$ cat src/uart_params.svh
// fixed 8N1 framing at 16x oversampling; the default divisor suits simulation only
`ifndef UART_PARAMS_SVH
`define UART_PARAMS_SVH

////////////////////////////////////////////////////////////////////////////
// frame format
////////////////////////////////////////////////////////////////////////////

`define dataBits        8   // payload bits per frame
`define sbTick          16  // ticks in one stop bit

// oversampling
`define overSample      16  // ticks per data bit

////////////////////////////////////////////////////////////////////////////
// buffering and baud
////////////////////////////////////////////////////////////////////////////

// address width of both FIFOs
// 4 gives 16 entries
`define fifoAddrLen     4

// clocks per oversampling tick
// real parts derive this from clock / (16 * baud)
`define baudDivDefault  4

`endif

$ cat src/uartPkg.sv
// payload width follows the header; status bit order is fixed for host software
`include "uart_params.svh"

package uartPkg;

	// one payload byte
	typedef logic [`dataBits-1:0] dataByte_t;

	////////////////////////////////////////////////////////////////////////////
	// host status byte
	////////////////////////////////////////////////////////////////////////////

	// msb first
	typedef struct packed
	{
		logic spare;     // reads zero
		logic overrun;   // sticky
		logic frameErr;  // sticky
		logic txBusy;    // frame on the line
		logic txFull;
		logic txEmpty;
		logic rxFull;
		logic rxEmpty;
	} statusWord_t;

endpackage

$ cat src/baudTickGen.sv
// baudDivisor must be at least 1; at 1 the tick is high on every clock
`include "uart_params.svh"

module baudTickGen
#(
	parameter int baudDivisor = `baudDivDefault
)
(
	input  logic clk,
	input  logic reset,
	output logic sTick
);

	localparam int cntW = (baudDivisor > 1) ? $clog2(baudDivisor) : 1;
	localparam logic [cntW-1:0] lastCnt = cntW'(baudDivisor - 1);

	logic [cntW-1:0] divCnt;  // clocks since last tick

	always_ff @(posedge clk or posedge reset)
	begin
		if (reset)
		begin
			divCnt <= '0;
			sTick  <= 1'b0;
		end
		else if (divCnt == lastCnt)
		begin
			divCnt <= '0;    // wrap
			sTick  <= 1'b1;  // one clock wide
		end
		else
		begin
			divCnt <= divCnt + 1'b1;
			sTick  <= 1'b0;
		end
	end

	// framers count on isolated ticks
	generate
		if (baudDivisor > 1)
		begin : gTickCheck
			aSingleTick : assert property (@(posedge clk) disable iff (reset)
				sTick |=> !sTick);
		end
	endgenerate

endmodule

$ cat src/uartFifo.sv
// depth is 2**fifoAddrLen; push when full and pop when empty are silently lost
`include "uart_params.svh"

module uartFifo
(
	input  logic              clk,
	input  logic              reset,
	input  logic              push,
	input  logic              pop,
	input  uartPkg::dataByte_t din,
	output uartPkg::dataByte_t dout,
	output logic              full,
	output logic              empty
);

	localparam int depthInt = 1 << `fifoAddrLen;
	localparam logic [`fifoAddrLen:0] fifoDepth = (`fifoAddrLen+1)'(depthInt);

	uartPkg::dataByte_t mem [depthInt];  // storage

	// one extra bit tells full from empty
	logic [`fifoAddrLen:0] wrPtr;
	logic [`fifoAddrLen:0] rdPtr;
	logic [`fifoAddrLen:0] count;

	logic doPush;
	logic doPop;

	assign count  = wrPtr - rdPtr;          // modulo arithmetic
	assign full   = (count == fifoDepth);
	assign empty  = (wrPtr == rdPtr);

	assign doPush = push && !full;          // overflow dropped
	assign doPop  = pop && !empty;          // underflow dropped

	// first word falls through
	assign dout = mem[rdPtr[`fifoAddrLen-1:0]];

	////////////////////////////////////////////////////////////////////////////
	// pointers
	////////////////////////////////////////////////////////////////////////////

	always_ff @(posedge clk or posedge reset)
	begin
		if (reset)
		begin
			wrPtr <= '0;
			rdPtr <= '0;
		end
		else
		begin
			if (doPush)
				wrPtr <= wrPtr + 1'b1;
			if (doPop)
				rdPtr <= rdPtr + 1'b1;  // push and pop together keep the count
		end
	end

	// payload write
	always_ff @(posedge clk)
	begin
		if (doPush)
			mem[wrPtr[`fifoAddrLen-1:0]] <= din;
	end

	aCountBound : assert property (@(posedge clk) disable iff (reset)
		count <= fifoDepth);

endmodule

$ cat src/uartPeripheral.sv
// strobes act on the edge where they are high; a full rx FIFO loses the new byte and flags overrun
`include "uart_params.svh"

module uartPeripheral
#(
	parameter int baudDivisor = `baudDivDefault
)
(
	input  logic                clk,
	input  logic                reset,
	input  logic                txWr,
	input  uartPkg::dataByte_t   txData,
	input  logic                rxRd,
	input  logic                statRd,
	input  logic                rx,
	output logic                tx,
	output uartPkg::dataByte_t   rxData,
	output uartPkg::statusWord_t status
);

	logic sTick;

	// transmit side
	uartPkg::dataByte_t txHead;
	logic txRead, txBusy, txFull, txEmpty;

	// receive side
	uartPkg::dataByte_t rxByte;
	logic rxDone, frameBad, rxFull, rxEmpty, rxPush;

	// sticky flags
	logic overrun, frameErr;
	logic ovrSet, ferrSet;

	baudTickGen #(.baudDivisor(baudDivisor)) uBaud
	(
		.clk(clk), .reset(reset), .sTick(sTick)
	);

	////////////////////////////////////////////////////////////////////////////
	// transmit path
	////////////////////////////////////////////////////////////////////////////

	uartFifo uTxFifo
	(
		.clk(clk), .reset(reset), .push(txWr), .pop(txRead),
		.din(txData), .dout(txHead), .full(txFull), .empty(txEmpty)
	);

	uartTrans uTrans
	(
		.clk(clk), .reset(reset), .sTick(sTick), .txStart(!txEmpty),
		.din(txHead), .tx(tx), .txRead(txRead), .txBusy(txBusy)
	);

	////////////////////////////////////////////////////////////////////////////
	// receive path
	////////////////////////////////////////////////////////////////////////////

	uartRecv uRecv
	(
		.clk(clk), .reset(reset), .sTick(sTick), .rx(rx),
		.rxByte(rxByte), .rxDone(rxDone), .frameBad(frameBad)
	);

	assign rxPush  = rxDone && !frameBad && !rxFull;  // bad frames discarded
	assign ovrSet  = rxDone && !frameBad && rxFull;
	assign ferrSet = rxDone && frameBad;

	uartFifo uRxFifo
	(
		.clk(clk), .reset(reset), .push(rxPush), .pop(rxRd),
		.din(rxByte), .dout(rxData), .full(rxFull), .empty(rxEmpty)
	);

	// set beats clear
	always_ff @(posedge clk or posedge reset)
	begin
		if (reset)
		begin
			overrun  <= 1'b0;
			frameErr <= 1'b0;
		end
		else
		begin
			if (ovrSet)
				overrun <= 1'b1;
			else if (statRd)
				overrun <= 1'b0;
			if (ferrSet)
				frameErr <= 1'b1;
			else if (statRd)
				frameErr <= 1'b0;
		end
	end

	// status byte
	always_comb
	begin
		status.spare    = 1'b0;
		status.overrun  = overrun;
		status.frameErr = frameErr;
		status.txBusy   = txBusy;
		status.txFull   = txFull;
		status.txEmpty  = txEmpty;
		status.rxFull   = rxFull;
		status.rxEmpty  = rxEmpty;
	end

endmodule

$ cat src/uartRecv.sv
// 8N1 only; rx is asynchronous and synchronized here, a glitch shorter than half a bit is dropped
`include "uart_params.svh"

module uartRecv
(
	input  logic              clk,
	input  logic              reset,
	input  logic              sTick,
	input  logic              rx,
	output uartPkg::dataByte_t rxByte,
	output logic              rxDone,
	output logic              frameBad
);

	localparam int tickW = $clog2((`sbTick > `overSample) ? `sbTick : `overSample);
	localparam int bitW  = $clog2(`dataBits);

	localparam logic [tickW-1:0] midBit  = tickW'(`overSample/2 - 1);
	localparam logic [tickW-1:0] bitEnd  = tickW'(`overSample - 1);
	localparam logic [tickW-1:0] stopEnd = tickW'(`sbTick - 1);
	localparam logic [bitW-1:0]  lastBit = bitW'(`dataBits - 1);

	typedef enum logic [1:0] {idle, start, data, stop} rxState_t;

	rxState_t stateReg, stateNext;
	logic [tickW-1:0] sReg, sNext;
	logic [bitW-1:0]  nReg, nNext;
	uartPkg::dataByte_t bReg, bNext;  // msb side fills first
	logic rxMeta, rxSync;             // two-flop synchronizer
	logic doneNext, badNext;

	always_ff @(posedge clk or posedge reset)
	begin
		if (reset)
		begin
			rxMeta   <= 1'b1;
			rxSync   <= 1'b1;
			stateReg <= idle;
			sReg     <= '0;
			nReg     <= '0;
			rxDone   <= 1'b0;
			frameBad <= 1'b0;
		end
		else
		begin
			rxMeta   <= rx;
			rxSync   <= rxMeta;
			stateReg <= stateNext;
			sReg     <= sNext;
			nReg     <= nNext;
			rxDone   <= doneNext;  // single pulse
			frameBad <= badNext;   // held until next frame ends
		end
	end

	// payload shifter
	always_ff @(posedge clk)
		bReg <= bNext;

	////////////////////////////////////////////////////////////////////////////
	// sampling FSM
	////////////////////////////////////////////////////////////////////////////

	always_comb
	begin
		stateNext = stateReg;
		sNext     = sReg;
		nNext     = nReg;
		bNext     = bReg;
		doneNext  = 1'b0;
		badNext   = frameBad;
		case (stateReg)
			idle:
			begin
				if (!rxSync)  // falling edge seen
				begin
					sNext     = '0;
					stateNext = start;
				end
			end
			start:
			begin
				if (sTick)
				begin
					if (sReg == midBit)
					begin
						sNext = '0;
						nNext = '0;
						// still low at mid-bit confirms it
						stateNext = rxSync ? idle : data;
					end
					else
						sNext = sReg + 1'b1;
				end
			end
			data:
			begin
				if (sTick)
				begin
					if (sReg == bitEnd)
					begin
						sNext = '0;
						bNext = {rxSync, bReg[`dataBits-1:1]};  // lsb arrives first
						if (nReg == lastBit)
							stateNext = stop;
						else
							nNext = nReg + 1'b1;
					end
					else
						sNext = sReg + 1'b1;
				end
			end
			stop:
			begin
				if (sTick)
				begin
					if (sReg == stopEnd)
					begin
						doneNext  = 1'b1;
						badNext   = !rxSync;  // stop must be high
						stateNext = idle;
					end
					else
						sNext = sReg + 1'b1;
				end
			end
			default: stateNext = idle;
		endcase
	end

	assign rxByte = bReg;

	aDonePulse : assert property (@(posedge clk) disable iff (reset)
		rxDone |=> !rxDone);

endmodule

$ cat src/uartTrans.sv
// 8N1 only; din must be stable while txStart is high in idle and tx idles high
`include "uart_params.svh"

module uartTrans
(
	input  logic              clk,
	input  logic              reset,
	input  logic              sTick,
	input  logic              txStart,
	input  uartPkg::dataByte_t din,
	output logic              tx,
	output logic              txRead,
	output logic              txBusy
);

	localparam int tickW = $clog2((`sbTick > `overSample) ? `sbTick : `overSample);
	localparam int bitW  = $clog2(`dataBits);

	localparam logic [tickW-1:0] bitEnd  = tickW'(`overSample - 1);
	localparam logic [tickW-1:0] stopEnd = tickW'(`sbTick - 1);
	localparam logic [bitW-1:0]  lastBit = bitW'(`dataBits - 1);

	typedef enum logic [1:0] {idle, start, data, stop} txState_t;

	txState_t stateReg, stateNext;
	logic [tickW-1:0] sReg, sNext;     // ticks within bit
	logic [bitW-1:0]  nReg, nNext;     // data bit index
	uartPkg::dataByte_t bReg, bNext;   // shift register with lsb out first
	logic txReg, txNext;

	always_ff @(posedge clk or posedge reset)
	begin
		if (reset)
		begin
			stateReg <= idle;
			sReg     <= '0;
			nReg     <= '0;
			bReg     <= '0;
			txReg    <= 1'b1;  // mark level
		end
		else
		begin
			stateReg <= stateNext;
			sReg     <= sNext;
			nReg     <= nNext;
			bReg     <= bNext;
			txReg    <= txNext;
		end
	end

	////////////////////////////////////////////////////////////////////////////
	// next state
	////////////////////////////////////////////////////////////////////////////

	always_comb
	begin
		stateNext = stateReg;
		sNext     = sReg;
		nNext     = nReg;
		bNext     = bReg;
		txNext    = txReg;
		txRead    = 1'b0;
		case (stateReg)
			idle:
			begin
				txNext = 1'b1;
				if (txStart)
				begin
					txRead    = 1'b1;   // pop the word being latched
					bNext     = din;
					txNext    = 1'b0;   // start bit on next edge
					sNext     = '0;
					stateNext = start;
				end
			end
			start:
			begin
				txNext = 1'b0;
				if (sTick)
				begin
					if (sReg == bitEnd)
					begin
						sNext     = '0;
						nNext     = '0;
						stateNext = data;
					end
					else
						sNext = sReg + 1'b1;
				end
			end
			data:
			begin
				txNext = bReg[0];  // lsb first
				if (sTick)
				begin
					if (sReg == bitEnd)
					begin
						sNext = '0;
						bNext = bReg >> 1;
						if (nReg == lastBit)
							stateNext = stop;
						else
							nNext = nReg + 1'b1;
					end
					else
						sNext = sReg + 1'b1;
				end
			end
			stop:
			begin
				txNext = 1'b1;
				if (sTick)
				begin
					if (sReg == stopEnd)
						stateNext = idle;
					else
						sNext = sReg + 1'b1;
				end
			end
			default: stateNext = idle;
		endcase
	end

	assign tx     = txReg;
	assign txBusy = (stateReg != idle);

	// line rests at mark level between frames
	aIdleMark : assert property (@(posedge clk) disable iff (reset)
		!txBusy |-> tx);

endmodule

$ cat config.mk
export PLATFORM = sky130hd
export DESIGN_NAME = uartPeripheral
export DESIGN_NICKNAME = d
export VERILOG_FILES = /design/src/uartPkg.sv /design/src/baudTickGen.sv /design/src/uartFifo.sv /design/src/uartPeripheral.sv /design/src/uartRecv.sv /design/src/uartTrans.sv
export VERILOG_INCLUDE_DIRS = /design/src /design/src/src
export SDC_FILE = /design/constraint.sdc
export NUM_CORES = 1
export LEC_CHECK = 0
export ABC_AREA = 0
export BUFFER_PORTS_ARGS = -buffer_cell sky130_fd_sc_hd__buf_4
export CAP_MARGIN = 25
export CORE_AREA = 2 2 230 119
export DETAILED_ROUTE_END_ITERATION = 7
export DIE_AREA = 0 0 232 121
export PLACE_DENSITY = 0.7
export SYNTH_ARGS = -nofsm -noshare
export SYNTH_HDL_FRONTEND = slang
export SYNTH_HIERARCHICAL = 1
export SYNTH_SLANG_ARGS = --single-unit
$ cat constraint.sdc
create_clock -name clk -period 5.62 [get_ports clk]
set_clock_uncertainty 0.05 [all_clocks]
set_input_delay 0.562 -clock clk [delete_from_list [all_inputs] [get_ports clk]]
set_output_delay 0.562 -clock clk [all_outputs]
set_load 0.02 [all_outputs]
# Word-level counts from Yosys, hierarchy flattened
# Memories as Yosys holds them, arrays and structs flattened.
# Index checks and enable logic that the tools add are counted.
word_totals:
  memories: 2
  output_inout_bits: 17
  ram_bits: 256
  inputBits: 14
  register_bits: 64
classes:
  reduce_logical: 32
  mux: 65
  add_sub_neg: 11
  n_eq_ne: 37
memory_table:
  columns: ["name", "words", "width", "rd", "rd_clocked_by_memory_dff", "wr", "line_no", "source"]
  rows:
  - ["uRxFifo.mem", 16, 8, 1, 0, 1, "uartFifo.sv:19", "uartPkg::dataByte_t mem [depthInt];"]
  - ["uTxFifo.mem", 16, 8, 1, 0, 1, "uartFifo.sv:19", null]
ops:
  columns: ["operator", "n"]
  rows:
  - ["two-way mux 4 bit", 12]
  - ["two-way mux 2 bit", 18]
  - ["two-way mux 3 bit", 10]
  - ["two-way mux 8 bit", 3]
  - ["!= test 2 bit (second input constant)", 12]
  - ["adder 5 x 1 -> 5 bit (second input constant)", 4]
  - ["!= test 2 x 1 -> 1 bit (second input constant)", 9]
  - ["one-hot mux 2 bit (4 select lines)", 2]
  - ["one-hot mux 4 bit (4 select lines)", 1]
  - ["one-hot mux 8 bit (2 select lines)", 1]
  - ["AND reduction 8 bit", 2]
  - ["two-way mux 1 bit", 14]
  - ["one-hot mux 3 bit (2 select lines)", 2]
  - ["one-hot mux 4 bit (3 select lines)", 1]
  - ["AND reduction 6 bit", 2]
  - ["nonzero test 2 bit", 6]
  - ["equality test 2 bit (second input constant)", 5]
  - ["equality test 5 bit", 2]
  - ["equality test 5 bit (second input constant)", 2]
  - ["subtractor 5 bit", 2]
  - ["adder 4 x 1 -> 4 bit (second input constant)", 2]
  - ["equality test 4 bit (second input constant)", 2]
  - ["logical AND 1 bit", 8]
  - ["AND reduction 4 bit", 2]
  - ["other kinds (11)", 21]

# Depth between registers and ports, before layout
logic_depth:
  depth_word: 7
  depth_mapped: 15
  mapped_depth_nobuf: 11

# By module
# Netlist, hierarchy kept.
by_module_without_submodules:
  columns: ["mod", "n_inst", "cells_per_inst", "area_per_inst_um2", "seq_area_each_um2"]
  rows:
  - ["uartFifo", 2, 326, 5845.6, 4093.9]
  - ["uartRecv", 1, 93, 1067.3, 568.0]
  - ["uartTrans", 1, 100, 1038.5, 451.7]
  - ["uartPeripheral", 1, 20, 166.4, 50.0]
  - ["baudTickGen", 1, 6, 95.1, 75.1]

# Worst setup path before layout
# No wires, ideal clock.
synth_timing:
  kind: "register -> register"
  startpoint: "register uRxFifo.rdPtr[2]"
  endpoint: "memory uRxFifo/mem[0][0] (netlist bit), enable pin"
  setup_time_ps: 395
  synth_period_minus_slack_ps: 3960
  setup_slack_ps: 1660
  stages_incl_launch_ff: 14
  path_buffers: 4
  t_arrival_ps: 3515
  cell_sequence: "dfrtp_1 buf_2 buf_2 clkinv_1 ha_1 nand3b_1 nand2_2 xor2_4 a21oi_4 buf_6 nor3b_2 clkbuf_1 nand2_1 nor4_1"
synth_via:
  elab_chain_len: 7
synth_lines:
  columns: ["item", "line_no", "source"]
  rows:
  - ["from (decl)", "uartFifo.sv:23", "logic [`fifoAddrLen:0] rdPtr;"]
  - ["from (signal assigned)", "uartFifo.sv:55", "rdPtr <= rdPtr + 1'b1;"]
  - ["subtractor 5 bit", "uartFifo.sv:29", "assign count = wrPtr - rdPtr;"]
  - ["equality test 5 bit", "uartFifo.sv:30", "assign full = (count == fifoDepth);"]
  - ["named net rxFull", "uartPeripheral.sv:29", "logic rxDone, frameBad, rxFull, rxEmpty, rxPush;"]
  - ["logical NOT 1 bit", "uartPeripheral.sv:66", "assign rxPush = rxDone && !frameBad && !rxFull;"]
  - ["logical AND 1 bit", "uartPeripheral.sv:66", null]
  - ["named net rxPush", "uartPeripheral.sv:29", null]
  - ["logical AND 1 bit", "uartFifo.sv:33", "assign doPush = push && !full;"]
  - ["two-way mux 1 bit", "uartFifo.sv:62", "if (doPush)"]
  - ["two-way mux 1 bit", "uartFifo.sv:63", "mem[wrPtr[`fifoAddrLen-1:0]] <= din;"]
  - ["to (decl)", "uartFifo.sv:19", null]
# The timed path passes the listed nets, and every way through them passes these cells.

# Final worst setup path
layout_timing:
  startpoint: "register uRxFifo.rdPtr[2]"
  endpoint: "memory uRxFifo/mem[9][7] (netlist bit), enable pin"
layout_via:
  elab_chain_len: 7
layout_lines:
  columns: ["item", "line_no"]
  rows:
  - ["subtractor 5 bit", "uartFifo.sv:29"]
  - ["equality test 5 bit", "uartFifo.sv:30"]
  - ["logical NOT 1 bit", "uartPeripheral.sv:66"]
  - ["logical AND 1 bit", "uartPeripheral.sv:66"]
  - ["named net rxPush", "uartPeripheral.sv:29"]
  - ["logical AND 1 bit", "uartFifo.sv:33"]
  - ["two-way mux 1 bit", "uartFifo.sv:62"]
  - ["two-way mux 1 bit", "uartFifo.sv:63"]
# The timed path passes the listed nets, and every way through them passes these cells.

==> summary.md <==
| Metric | Value |
|---|---|
| Result of the run | `finished, final reports clean` |
| Std-Cell Rows | `42` |
| Largest fanout on the critical path | `28` |
| Total I/O pin count | `31` |
| Flip-flop and latch count after synthesis | `320` |
| Fraction of final layout cells with drive strength greater than 1 | `23.9%` |
| Capturing element type of the critical path | `register` |
| Logic gate share of total power | `25.6%` |
| Most used standard cell by instance count after synthesis | `edfxtp_1` |
| Layout Utilization | `59.8%` |
| Synthesized area per cell | `16.1 sq um` |
| Post-synthesis cell type count | `75` |
| CP required | `5770 ps` |
| Critical path class | `register to register` |
| Final RePlAce weighted congestion | `0.964` |
| Die height | `121 um` |
| TritonCTS Buffers | `29` |
| Remaining global-route overflow | `0` |
| Share of the synthesized area in the top cell type | `56.4%` |
| Peak Freq | `0.225 GHz` |
| Width of the chip | `232 um` |
| Warning count from the yosys run | `6` |
| Type of the tightest min-delay check | `input port to register` |
| Worst EP arrival | `4600 ps` |
| Diode count | `0` |
| Total negative slack | `0 ps` |
| Global Route Usage Sum | `23.7%` |
| Post-synthesis instance area | `14100 sq um` |
| Ranking of synthesized cells by instance count | `edfxtp_1 (264), nand2_1 (98), mux4_2 (64)` |
| Slew at the pin closest to its max-slew limit | `978 ps` |
| Switching power | `1980 uW` |
| Ratio of routed vias to standard cells | `6.16` |
| Number of endpoints failing setup at the final stage | `0` |
| Detailed-route wire length per cell | `24.7 um` |
| Total clock sinks | `320` |
| Drt total wl | `31800 um` |
| Leading cell types by total area after synthesis | `edfxtp_1 (56%), mux4_2 (10%), dfrtp_1 (9.4%), nand2_1 (2.6%), ha_1 (2.6%)` |
| Number of synthesized flops with an enable pin | `264` |
| Power Internal | `4420 uW` |
| Top flip-flop cell by instance count after synthesis | `edfxtp_1` |
| Final HPWL from detailed placement | `22100 um` |
| Peak VDD IR | `233 uV` |
| Detailed Route Iter0 Violations | `943` |
| LEAKAGE | `0.00551 uW` |
| Sequential share of power | `44.5%` |
| Cell count after placement | `1229` |
| Part of the power in the clock network | `29.9%` |
| CTS tree | `yes` |
| Global-route wire length before repair | `48200 um` |
| Cell taking the most area after synthesis | `edfxtp_1` |
| Number of gates resized after cts | `0` |
| Fin crit share | `79.2%` |
| Post-route ant nets | `0` |
| Via total after detailed routing | `7943` |
| Buffer cell driving the clock tree root | `clkbuf_16` |
| Min Hold Slack | `42.7 ps` |
| Nature of the critical path startpoint | `register` |
| Pin count of the biggest net entering global routing | `36` |
| Setup repair after global routing missed its margin | `false` |
| Tmin final | `4450 ps` |
| Overall power | `6400 uW` |
| H-Tree Depth | `1` |
| Final Hold Vio Count | `0` |
| Slew HR | `34.3%` |
| Mapped Nets | `914` |
| Number of remaining DRC errors | `0` |
| Post-synthesis async set-or-reset flop share | `17.5%` |
| Number of antenna violations at the first check in global routing | `0` |
| Fraction of the yosys area taken by sequential cells | `66.4%` |
| Max-cap violations | `0` |
| Number of buffer cells added on primary ports | `29` |
| Post-route non-filler standard cell count | `1289` |
| Initial cell density of the core | `54.0%` |
| Iteration count of the initial detailed-routing pass | `5` |
| Clock latency on the worst-skew pair | `580 ps` |
| Number of pins with negative max-slew slack in the final report | `0` |
| Number of nets in the finished design | `957` |
| CTS clock-pin slew for the worst setup and hold paths | `70 ps` |
| Net Sw Frac | `30.9%` |
| Number of global-route vias before repair | `7498` |
| Relative area change from synthesis to final layout | `10.7%` |
| PwrDens | `411 nW/um^2` |
| Max Buffers Root-to-Sink | `3` |
| Core footprint | `26000 sq um` |
| Number of standard cells after synthesis | `871` |
| Die Area | `28100 sq um` |
==> repair_timing <==
item	in CTS	in global routing
hold buffers	1	0
endpoints found under the hold margin	7	0
setup buffers	0	0
==> stage by stage <==
stage | worst slack, ps | area (sq um)
after floorplan | 1660 | 14100
after global placement | 1340 | 14600
after global routing | 909 | 15600
after detailed placement | 1180 | 14600
final | 1170 | 15600
after CTS | 1180 | 15500
==> sequential cells by signal (all words and copies together) (netlist names), 5 cells and up, named ones only <==
name / flops
uTrans/bReg: 8
uRecv/rxByte: 8
uRxFifo/wrPtr: 5
uTxFifo/rdPtr: 5
uRxFifo/mem: 128
uRxFifo/rdPtr: 5
uTxFifo/mem: 128
uTxFifo/wrPtr: 5
==> layout make-up <==
type | count | area [sq um]
Timing Repair Buffer | 60 | 448
Fill cell | 1934 | 10500
Multi-Input combinational cell | 462 | 4280
Clock inverter | 14 | 134
Inverter | 41 | 154
Tap cell | 352 | 440
Clock buffer | 40 | 767
Sequential cell | 320 | 9340
==> path summary, 6_finish.rpt <==
check	startpoint	to	slack (ps)	depth (start not counted)
worst max-delay path	uRxFifo/rdPtr[2]$_DFFE_PP0P_	uRxFifo/mem[9][7]$_DFFE_PP_	1170	10
worst min-delay path	rx	uRecv/rxMeta$_DFF_PP1_	40	1
worst max register to register	uRxFifo/rdPtr[2]$_DFFE_PP0P_	uRxFifo/mem[9][7]$_DFFE_PP_	1170	10
worst min register to register	uRecv/rxMeta$_DFF_PP1_	uRecv/rxSync$_DFF_PP1_	310	0
max in group asynchronous	reset	uTrans/nReg[1]$_DFFE_PP0P_	4330	3
min in group asynchronous	reset	overrun$_DFFE_PP0P_	420	3
==> layout by cell type (no fill, tap or decap), drive strengths merged, types with 4 or more instances in the layout <==
master / count
nor3: 24
dfrtp: 53
and2: 5
o21ai: 15
buf: 56
nor2b: 10
inv: 39
xor2: 8
mux4: 64
o22ai: 10
nand4: 9
and3: 23
clkinv: 14
mux2: 6
nand3: 15
a21oi: 22
o41ai: 4
clkbuf: 43
nor2: 12
ha: 29
a22o: 5
o2111ai: 4
edfxtp: 264
nand3b: 4
nor4: 6
a211o: 6
nand2b: 5
xnor2: 13
a31oi: 22
nand2: 102
==> critical path: stages (launching register included) <==
cell and delay (ps):
dfrtp_1 320, buf_4 340, clkinv_1 320, ha_1 530
nand2_2 90, o21bai_4 190, nand4_1 280, a21oi_4 200
nor3b_2 620, nand2_1 300, nor3_1 810
==> power groups by stage <==
stage	Sequential [uW]	Clock (uW)	Combinational, uW
after global routing	2860	2040	1750
after floorplan	2800	0	1280
after detailed placement	2890	0	1610
after CTS	2840	1950	1620
final	2850	1910	1640
after global placement	2880	0	1590
==> cells by family (layout without fill, tap and decap cells) <==
group                    count (synthesis)  after routing  share of synthesized area, %
other                                    1              1                        0.0267
flip-flops                             320            320                          66.4
adder cells (fa/ha/maj)                 29             29                          2.58
multiplexers                            72             72                          10.9
AND/OR/NAND/NOR                        227            227                          8.42
buffers and inverters                   89            155                          3.34
AO/OA/AOI/OAI                          112            112                          6.53
XOR/XNOR                                21             21                          1.79
==> per-layer routing <==
metal / up-vias / part of all wire [%] / wire length, um / GRT usage, %
met3: 34 / 14 / 4530 / 9.68
met1: 4030 / 49 / 15700 / 41.3
met4: 0 / 1.3 / 429 / 4.17
met5: - / 0 / 0 / 0
met2: 429 / 35 / 11100 / 26.2
li1: 3450 / - / - / -
Note: power is estimated with default switching activity, not from simulation.
